[src/stream_pkg.sv]
////////////////////////////////////////
// shared widths and encodings for the stream splitter
// referenced by scoped names from every block
////////////////////////////////////////
`default_nettype none

package stream_pkg;

    // beat and length widths
    localparam int DATA_W = 16;
    localparam int LEN_W  = 16;

    // command word is opcode on top of a length field
    localparam int CMD_W = 2 + LEN_W;

    // chunk length used until the host programs one
    localparam logic [LEN_W-1:0] RESET_LEN = LEN_W'(4);

    typedef enum logic [1:0] {
        CMD_NOP     = 2'd0,
        CMD_SET_LEN = 2'd1,
        CMD_OPEN    = 2'd2,
        CMD_CLOSE   = 2'd3
    } cmd_op_e;

    typedef enum logic [1:0] {
        VALVE_OPEN   = 2'd0,
        VALVE_DRAIN  = 2'd1,
        VALVE_CLOSED = 2'd2
    } valve_state_e;

endpackage

`default_nettype wire

[src/axis_if.sv]
////////////////////////////////////////
// valid/ready stream between the internal blocks
// source drives the beat, sink drives ready
////////////////////////////////////////
`default_nettype none

interface axis_if;

    logic                         valid;
    logic                         ready;
    logic [stream_pkg::DATA_W-1:0] data;
    // marks the final beat of a chunk
    logic                         last;

    modport source (
        output valid,
        output data,
        output last,
        input  ready
    );

    modport sink (
        input  valid,
        input  data,
        input  last,
        output ready
    );

endinterface

`default_nettype wire

[src/len_cmd_decode.sv]
////////////////////////////////////////
// command port decode for the splitter
// holds the chunk length, pulses open and close requests
////////////////////////////////////////
`default_nettype none

module len_cmd_decode (
    input  logic                             clock,
    input  logic                             rst_n,
    input  logic                             cmd_valid,
    input  logic [stream_pkg::CMD_W-1:0]     cmd_word,
    output logic [stream_pkg::LEN_W-1:0]     chunk_len,
    output logic                             open_req,
    output logic                             close_req
);

    stream_pkg::cmd_op_e              cmd_op;
    logic [stream_pkg::LEN_W-1:0]     len_field;
    logic [stream_pkg::LEN_W-1:0]     len_clamped;

    // opcode sits in the top two bits
    assign cmd_op    = stream_pkg::cmd_op_e'(cmd_word[stream_pkg::CMD_W-1 -: 2]);
    assign len_field = cmd_word[stream_pkg::LEN_W-1:0];

    // a zero length would never close a chunk, treat it as one
    assign len_clamped = (len_field == '0) ? stream_pkg::LEN_W'(1) : len_field;

    // held chunk length
    always_ff @(posedge clock or negedge rst_n) begin
        if (!rst_n) begin
            chunk_len <= stream_pkg::RESET_LEN;
        end else if (cmd_valid && (cmd_op == stream_pkg::CMD_SET_LEN)) begin
            chunk_len <= len_clamped;
        end
    end

    // single cycle request strobes for the valve
    always_ff @(posedge clock or negedge rst_n) begin
        if (!rst_n) begin
            open_req  <= 1'b0;
            close_req <= 1'b0;
        end else begin
            open_req  <= 1'b0;
            close_req <= 1'b0;
            if (cmd_valid) begin
                case (cmd_op)
                    stream_pkg::CMD_OPEN: begin
                        open_req <= 1'b1;
                    end
                    stream_pkg::CMD_CLOSE: begin
                        close_req <= 1'b1;
                    end
                    default: begin
                        // nop and set_len raise no request
                        open_req  <= 1'b0;
                        close_req <= 1'b0;
                    end
                endcase
            end
        end
    end

endmodule

`default_nettype wire

[src/stream_partition.sv]
////////////////////////////////////////
// one register stage that cuts the stream into chunks
// regenerates last at each chunk end, warns before the end
////////////////////////////////////////
`default_nettype none

module stream_partition (
    input  logic                             clock,
    input  logic                             rst_n,
    input  logic                             in_valid,
    output logic                             in_ready,
    input  logic [stream_pkg::DATA_W-1:0]    in_data,
    input  logic                             in_last,
    input  logic [stream_pkg::LEN_W-1:0]     chunk_len,
    output logic                             req_new_len,
    axis_if.source                           part_out
);

    logic                             accept;
    logic                             first_beat;
    logic                             chunk_end;
    logic [stream_pkg::LEN_W-1:0]     beat_cnt;
    logic [stream_pkg::LEN_W-1:0]     active_len;
    logic [stream_pkg::LEN_W-1:0]     cur_len;
    logic [stream_pkg::LEN_W-1:0]     len_minus_1;
    logic [stream_pkg::LEN_W-1:0]     len_minus_2;

    // stage is free when empty or draining this cycle
    assign in_ready = !part_out.valid || part_out.ready;
    assign accept   = in_valid && in_ready;

    // first beat of a chunk picks up the length programmed right now
    assign first_beat = (beat_cnt == '0);
    assign cur_len    = first_beat ? chunk_len : active_len;

    assign len_minus_1 = cur_len - stream_pkg::LEN_W'(1);
    assign len_minus_2 = cur_len - stream_pkg::LEN_W'(2);

    // chunk closes on a full count or on the upstream last flag
    assign chunk_end = in_last || (beat_cnt == len_minus_1);

    // beat position and latched length
    always_ff @(posedge clock or negedge rst_n) begin
        if (!rst_n) begin
            beat_cnt   <= '0;
            active_len <= stream_pkg::RESET_LEN;
        end else if (accept) begin
            if (first_beat) begin
                active_len <= chunk_len;
            end
            if (chunk_end) begin
                beat_cnt <= '0;
            end else begin
                beat_cnt <= beat_cnt + stream_pkg::LEN_W'(1);
            end
        end
    end

    // output valid holds until the beat is taken
    always_ff @(posedge clock or negedge rst_n) begin
        if (!rst_n) begin
            part_out.valid <= 1'b0;
        end else if (accept) begin
            part_out.valid <= 1'b1;
        end else if (part_out.ready) begin
            part_out.valid <= 1'b0;
        end
    end

    always_ff @(posedge clock or negedge rst_n) begin
        if (!rst_n) begin
            part_out.last <= 1'b0;
        end else if (accept) begin
            part_out.last <= chunk_end;
        end
    end

    // payload register
    always_ff @(posedge clock) begin
        if (accept) begin
            part_out.data <= in_data;
        end
    end

    // next accepted beat will close the chunk, give the host a cycle
    // to load another length
    always_ff @(posedge clock or negedge rst_n) begin
        if (!rst_n) begin
            req_new_len <= 1'b0;
        end else begin
            req_new_len <= accept && !chunk_end && (beat_cnt == len_minus_2);
        end
    end

endmodule

`default_nettype wire

[src/stream_valve.sv]
////////////////////////////////////////
// output valve, opens at once and closes on a chunk boundary
// zero latency, gates both valid and ready
////////////////////////////////////////
`default_nettype none

module stream_valve (
    input  logic                             clock,
    input  logic                             rst_n,
    input  logic                             open_req,
    input  logic                             close_req,
    axis_if.sink                             part_in,
    output logic                             out_valid,
    input  logic                             out_ready,
    output logic [stream_pkg::DATA_W-1:0]    out_data,
    output logic                             out_last
);

    stream_pkg::valve_state_e state;
    stream_pkg::valve_state_e state_next;
    logic                     pass;
    logic                     xfer;
    logic                     in_chunk;
    logic                     in_chunk_next;

    assign pass = (state != stream_pkg::VALVE_CLOSED);

    assign out_valid     = part_in.valid && pass;
    assign part_in.ready = out_ready && pass;
    assign out_data      = part_in.data;
    assign out_last      = part_in.last;

    assign xfer = part_in.valid && out_ready && pass;

    // chunk status including the beat moving this cycle
    assign in_chunk_next = xfer ? !part_in.last : in_chunk;

    always_comb begin
        state_next = state;
        if (open_req) begin
            state_next = stream_pkg::VALVE_OPEN;
        end else begin
            case (state)
                stream_pkg::VALVE_OPEN: begin
                    if (close_req) begin
                        // idle between chunks closes straight away
                        state_next = in_chunk_next ? stream_pkg::VALVE_DRAIN
                                                   : stream_pkg::VALVE_CLOSED;
                    end
                end
                stream_pkg::VALVE_DRAIN: begin
                    if (xfer && part_in.last) begin
                        state_next = stream_pkg::VALVE_CLOSED;
                    end
                end
                default: begin
                    state_next = stream_pkg::VALVE_CLOSED;
                end
            endcase
        end
    end

    always_ff @(posedge clock or negedge rst_n) begin
        if (!rst_n) begin
            state    <= stream_pkg::VALVE_CLOSED;
            in_chunk <= 1'b0;
        end else begin
            state    <= state_next;
            in_chunk <= in_chunk_next;
        end
    end

endmodule

`default_nettype wire

[src/stream_splitter_top.sv]
////////////////////////////////////////
// stream splitter top level
// command decode, chunk partition and output valve in series
////////////////////////////////////////
`default_nettype none

module stream_splitter_top (
    input  logic                             clock,
    input  logic                             rst_n,
    // command port
    input  logic                             cmd_valid,
    input  logic [stream_pkg::CMD_W-1:0]     cmd_word,
    // input stream
    input  logic                             in_valid,
    output logic                             in_ready,
    input  logic [stream_pkg::DATA_W-1:0]    in_data,
    input  logic                             in_last,
    // output stream
    output logic                             out_valid,
    input  logic                             out_ready,
    output logic [stream_pkg::DATA_W-1:0]    out_data,
    output logic                             out_last,
    output logic                             req_new_len
);

    logic [stream_pkg::LEN_W-1:0] chunk_len;
    logic                         open_req;
    logic                         close_req;

    axis_if part_to_valve ();

    len_cmd_decode u_decode (
        .clock     (clock),
        .rst_n     (rst_n),
        .cmd_valid (cmd_valid),
        .cmd_word  (cmd_word),
        .chunk_len (chunk_len),
        .open_req  (open_req),
        .close_req (close_req)
    );

    stream_partition u_partition (
        .clock       (clock),
        .rst_n       (rst_n),
        .in_valid    (in_valid),
        .in_ready    (in_ready),
        .in_data     (in_data),
        .in_last     (in_last),
        .chunk_len   (chunk_len),
        .req_new_len (req_new_len),
        .part_out    (part_to_valve.source)
    );

    // valve sits last so a close never splits a chunk on the output
    stream_valve u_valve (
        .clock     (clock),
        .rst_n     (rst_n),
        .open_req  (open_req),
        .close_req (close_req),
        .part_in   (part_to_valve.sink),
        .out_valid (out_valid),
        .out_ready (out_ready),
        .out_data  (out_data),
        .out_last  (out_last)
    );

endmodule

`default_nettype wire

[config.mk]
export PLATFORM = sky130hd
export DESIGN_NAME = stream_splitter_top
export DESIGN_NICKNAME = d
export VERILOG_FILES = /design/src/stream_pkg.sv /design/src/axis_if.sv /design/src/len_cmd_decode.sv /design/src/stream_partition.sv /design/src/stream_valve.sv /design/src/stream_splitter_top.sv
export SDC_FILE = /design/constraint.sdc
export NUM_CORES = 1
export LEC_CHECK = 0
export BUFFER_PORTS_ARGS = -buffer_cell sky130_fd_sc_hd__buf_2
export CORE_UTILIZATION = 28
export CTS_CLUSTER_DIAMETER = 80
export DETAILED_ROUTE_END_ITERATION = 8
export PLACE_DENSITY = 0.51
export SLEW_MARGIN = 20
export SYNTH_ARGS = -nofsm -noshare
export SYNTH_HDL_FRONTEND = slang
export SYNTH_SLANG_ARGS = --single-unit
[constraint.sdc]
create_clock -name clock -period 5.1 [get_ports clock]
set_input_delay 1.275 -clock clock [delete_from_list [all_inputs] [get_ports clock]]
set_output_delay 1.275 -clock clock [all_outputs]
set_load 0.02 [all_outputs]
### Yosys cells after proc, flatten, opt, wreduce, memory -nomap -nowiden

Cells that the tools add are included.
Widths: inputs -> output; s select.

| word-level totals | value |
|---|---|
| word-level logic and storage cells | 57 |
| output and inout port bits | 20 |
| flip-flop bits (word level) | 72 |

| cells by class | value |
|---|---|
| reductions and logical operators | 19 |
| muxes and demuxes | 15 |
| add/subtract/negate cells | 3 |
| eq/ne operators | 9 |

Operators with widths:

| cell | number |
|---|---|
| $mux 16 | 3 |
| $eq 16x16->1 | 2 |
| $logic_not 16->1 | 2 |
| $add 16x1->16 const B | 1 |
| $sub 16x1->16 const B | 1 |
| $sub 16x2->16 const B | 1 |
| $logic_and 1x1->1 | 9 |
| $mux 2 | 4 |
| $mux 1 | 7 |
| $eq 2x1->1 const B | 2 |
| $eq 2x2->1 const B | 2 |
| $pmux 2 s2 | 1 |
| $logic_not 1->1 | 3 |
| $ne 3x2->1 const B | 1 |
| $ne 3x3->1 const B | 1 |
| $logic_not 2->1 | 1 |
| $logic_or 1x1->1 | 2 |
| $ne 2x2->1 const B | 1 |
| $reduce_and 2->1 | 1 |
| $reduce_bool 2->1 | 1 |

### Logic depth before layout (Yosys ltp)

| depth | value |
|---|---|
| depth in word-level cells | 8 |
| gate-level depth with buffers | 19 |

### By module

A second synthesis with hierarchy kept.

| second synthesis, totals | value |
|---|---|
| cells, all modules | 483 |
| area total of the unflattened synthesis | 4,778.3 um^2 |

By module, submodules not included:

| module | times used | area each (um^2) | cells each |
|---|---|---|---|
| stream_partition | 1 | 3,742.3 | 405 |
| len_cmd_decode | 1 | 743.2 | 45 |
| stream_valve | 1 | 292.8 | 33 |

### Least setup slack after synthesis

No wires, ideal clock.

| timing | value |
|---|---|
| kind | flip-flop to flip-flop |
| start | register u_partition.beat_cnt[0] in the netlist's numbering |
| end | register u_partition.beat_cnt[1] in the netlist's numbering |
| path buffers | 3 |
| setup time | 0.122 ns |
| path slack | 0.866 ns |
| cell stages (with the launch flop) | 18 |
| data required time | 4.978 ns |
| arrival time | 4.112 ns |
| path through | dfrtp_1 > clkbuf_1 > inv_1 > ha_1 > nor4b_4 > and4_1 > buf_4 > buf_2 > mux2i_2 > ha_1 > or4b_1 > xnor2_1 > mux2i_1 > xnor2_1 > nor4_2 > o211ai_2 > or3_1 > a32o_1 |

| on the way | value |
|---|---|
| word-level cells in the longest chain between the ends | 6 |

Ends and longest elaborated chain:

| what | line | RTL |
|---|---|---|
| start, declared | stream_partition.sv:22 | `logic [stream_pkg::LEN_W-1:0] beat_cnt;` |
| start signal, assigned | stream_partition.sv:54 | `beat_cnt <= beat_cnt + stream_pkg::LEN_W'(1);` |
| $logic_not 16->1 | stream_partition.sv:33 | `assign first_beat = (beat_cnt == '0);` |
| $mux 16 | stream_partition.sv:34 | `assign cur_len = first_beat ? chunk_len : active_len;` |
| $sub 16x1->16 | stream_partition.sv:36 | `assign len_minus_1 = cur_len - stream_pkg::LEN_W'(1);` |
| $eq 16x16->1 | stream_partition.sv:40 | `assign chunk_end = in_last \|\| (beat_cnt == len_minus_1);` |
| $logic_or 1x1->1 | stream_partition.sv:40 |  |
| $mux 16 * | stream_partition.sv:51 | `if (chunk_end) begin` |

Every way passes the cells marked *; elsewhere a longest branch is shown, timed or not.
A chain may end at the register's enable or synchronous reset.

### Worst setup path in the final report

| timing | value |
|---|---|
| start | register u_partition.beat_cnt[1] in the netlist's numbering |
| end | register u_partition.beat_cnt[1] in the netlist's numbering |

Same word-level chain as after synthesis.

==> results by group <==
Run status
  – Outcome: completed

STA
  – Fin. Hold Viols: 0
  – Clk_skew: 6.08 ps
  – Worst-Margin Slew: 818 ps
  – Final hold slack: 412 ps
  – Max-slew violation count: 0
  – Max-slew headroom: 45.3%
  – Final worst slack: 685 ps
  – Fin crit share: 86.6%
  – Crit path time final: 4410 ps
  – Post-route setup TNS: 0 ps
  – Setup-failing EPs final: 0
  – RSZ-0062 raised after global routing: false
  – Fmax: 0.227 GHz

Finish
  – Final instance area: 5400 um^2
  – Antenna cells: 0
  – Final-stage net count: 559
  – Area growth syn-to-layout: 14.8%
  – Fin util: 32.7%
  – Non-Filler Instances: 740
  – Share of cells above drive strength 1: 26.9%

Drt
  – Drt initial violations: 377
  – DRC: 0
  – DR WL/cell: 16.5 um
  – Post-route ant nets: 0
  – DR pass1 iterations: 5
  – Detailed Route WL: 12.2 mm
  – Via count: 3,783
  – Detail-routed via count per cell: 5.11

Setup path
  – Reg-to-Reg Start: u_partition.beat_cnt[1]
  – WP data arrival: 4650 ps
  – Critical path's slowest cell: dfrtp_1
  – CP Max Fanout: 30
  – Worst R2R End: u_partition.beat_cnt[1]
  – WS Path Type: flip-flop to flip-flop
  – R2R Setup Slk: 690 ps
  – Crit path capture type: flip-flop
  – Crit path required time: 5340 ps
  – Critical-path cell list: inv_1 -> ha_1 -> nor4b_4 -> and4_1 -> buf_4 -> mux2i_1 -> ha_1 -> nor3b_1 -> xor2_1 -> mux2i_1 -> xnor2_1 -> nor4_2 -> o211ai_2 -> or3_1 -> a32o_1
  – CP peak stage delay: 450 ps
  – R2R depth: 15
  – Worst Setup Start Kind: flip-flop

Power and ir drop
  – Peak supply drop: 189 uV
  – Static leakage: 2.14 nW
  – PD cells: 517 nW/um^2
  – Power, Total: 2.79 mW

Floorplanning
  – I/O Pins: 60
  – Std-Cell Rows: 47
  – Core Box Area: 16,500 um^2
  – Die ar.: 17,300 um^2
  – DIE WIDTH: 132 um
  – Die height: 132 um
  – Starting Density: 28.5%

Synth
  – Post-synth ARST share: 77.8%
  – Yosys top cell by area: dfrtp_1
  – Top-area cell type share of the netlist area: 28.2%
  – Cells after Synth: 472
  – Mapped cell area: 4710 um^2
  – Yosys warns: 0
  – Most numerous cell in the Yosys netlist: dfrtp_1
  – Sequential area share after synthesis: 40.1%
  – Synth cell count leaders: dfrtp_1, nor2_1, nand2_1
  – Synth Area per Inst: 9.97 um^2
  – Syn Nets: 516
  – Yosys reg bits: 72
  – Primary FF master, synth: dfrtp_1
  – Top cells by area, synth: dfrtp_1, edfxtp_1, mux2_2, xnor2_1, mux2i_1
  – Library cells used by synthesis: 71
  – Number of flops mapped to enable cells by yosys: 16

CTS
  – Post_cts resized: 0
  – Clock-pin slew on the worst setup and hold paths: 60 ps
  – Clock Tree Buf Depth: 2
  – CTS tree: yes
  – Clock root cell: clkbuf_16
  – Cts bufs inserted: 9
  – Cts hold-fix bufs: 0
  – Worst skew pair latency: 350 ps
  – Clock Sinks: 72
  – H-Tree Depth: 3
  – Setup repair bufs after CTS: 0

GRT
  – Initial antenna violation count: 0
  – Total Routing Usage GR: 15.0%
  – Congestion Overflow GR: 0
  – Number of global-route vias before repair: 3,652
  – First-pass GRT wire length: 20.0 mm
  – Pin count of the biggest net entering global routing: 57

Place
  – DP Cell Count: 724
  – GPL Wtd Cong: 0.885
  – Pre-CTS setup slack: 699 ps
  – Port bufs: 59
  – Final HPWL DP: 9.12 mm
  – Placed Instance Area: 5130 um^2

Min path
  – Hold Startpoint: u_decode.open_req
  – Worst hold stages: 1
  – Hold EP: u_valve.state[1]
  – Worst Hold Class: flip-flop to flip-flop

Run
  – Max Cap Viol: 0
placed cells by master, fill, tap and decap left out, drive strengths merged, types with 5 or more instances in the layout:
| master | synthesis | final |
|---|---|---|
| nor4 | 23 | 23 |
| clkbuf | 19 | 10 |
| nor3 | 24 | 24 |
| o21ai | 15 | 15 |
| mux2 | 27 | 27 |
| and3 | 8 | 8 |
| nand4 | 5 | 5 |
| or4 | 9 | 9 |
| xor2 | 18 | 18 |
| edfxtp | 16 | 16 |
| or2 | 5 | 5 |
| a21oi | 11 | 11 |
| dfrtp | 53 | 53 |
| mux2i | 21 | 21 |
| a211oi | 5 | 5 |
| nand3 | 11 | 11 |
| nand2 | 35 | 35 |
| nor2 | 45 | 45 |
| nand2b | 7 | 7 |
| buf | 14 | 65 |
| inv | 11 | 12 |
| xnor2 | 34 | 34 |
worst max path at each step:
stage | start | endpoint | slack, ps | cells past startpoint
floorplan | u_partition.beat_cnt[0] | u_partition.beat_cnt[1] | 870 | 17
global placement | u_partition.beat_cnt[1] | u_partition.beat_cnt[1] | 770 | 15
detailed placement | u_partition.beat_cnt[1] | u_partition.beat_cnt[1] | 700 | 15
CTS | u_partition.beat_cnt[1] | u_partition.beat_cnt[1] | 680 | 15
global route | u_partition.beat_cnt[1] | u_partition.beat_cnt[1] | 380 | 15
finish | u_partition.beat_cnt[1] | u_partition.beat_cnt[1] | 690 | 15
metal layers:
metal / track usage [%] / vias to the layer above / share of wire [%]
li1: - / 1795 / -
met1: 20.9 / 1830 / 47
met2: 22.1 / 130 / 44
met3: 3.32 / 28 / 6.1
met4: 6.72 / 0 / 2.8
met5: 0 / - / 0
registers in the layout, summed over array words and instances, names as in the netlist:
signal,count
u_decode.chunk_len,16
u_partition.active_len,16
u_partition.beat_cnt,16
u_partition.part_out.data,16
u_valve.state,2
u_decode.close_req,1
u_decode.open_req,1
u_partition.part_out.last,1
u_partition.part_out.valid,1
u_partition.req_new_len,1
u_valve.in_chunk,1
power breakdown:
group          switching [mW]  internal (mW)
Combinational           0.706          0.564
Sequential              0.213          0.724
Clock                   0.255          0.330
Total                    1.17           1.62
area by class of cell:
class                           count  area (um^2)
Fill cell                        1716        11100
Multi-Input combinational cell    355         2580
Sequential cell                    72         1890
Timing Repair Buffer               65          340
Tap cell                          220          275
Clock buffer                       10          229
Clock inverter                      6         45.0
Inverter                           12         45.0
critical path, delay by kind of cell (launching register included):
| kind | cells | cell delay (ps) |
|---|---|---|
| fa+ha+maj | 2 | 520 |
| flops | 1 | 450 |
| compound gates | 2 | 450 |
| xor+xnor | 2 | 320 |
| simple gates | 5 | 1620 |
| mux | 2 | 430 |
| buf+inv | 2 | 500 |
cell families after synthesis:
kind of cell / after synthesis / share of synthesized area [%]
AOI/OAI and AO/OA: 59 / 9.33
xor gates and xnor gates: 52 / 9.84
adders and majority gates: 4 / 1.06
buffers and inverters: 45 / 5.05
DFF: 72 / 40.1
muxes: 48 / 11.4
and+or+nand+nor: 192 / 23.3
Note: power is estimated with default switching activity, not from simulation.
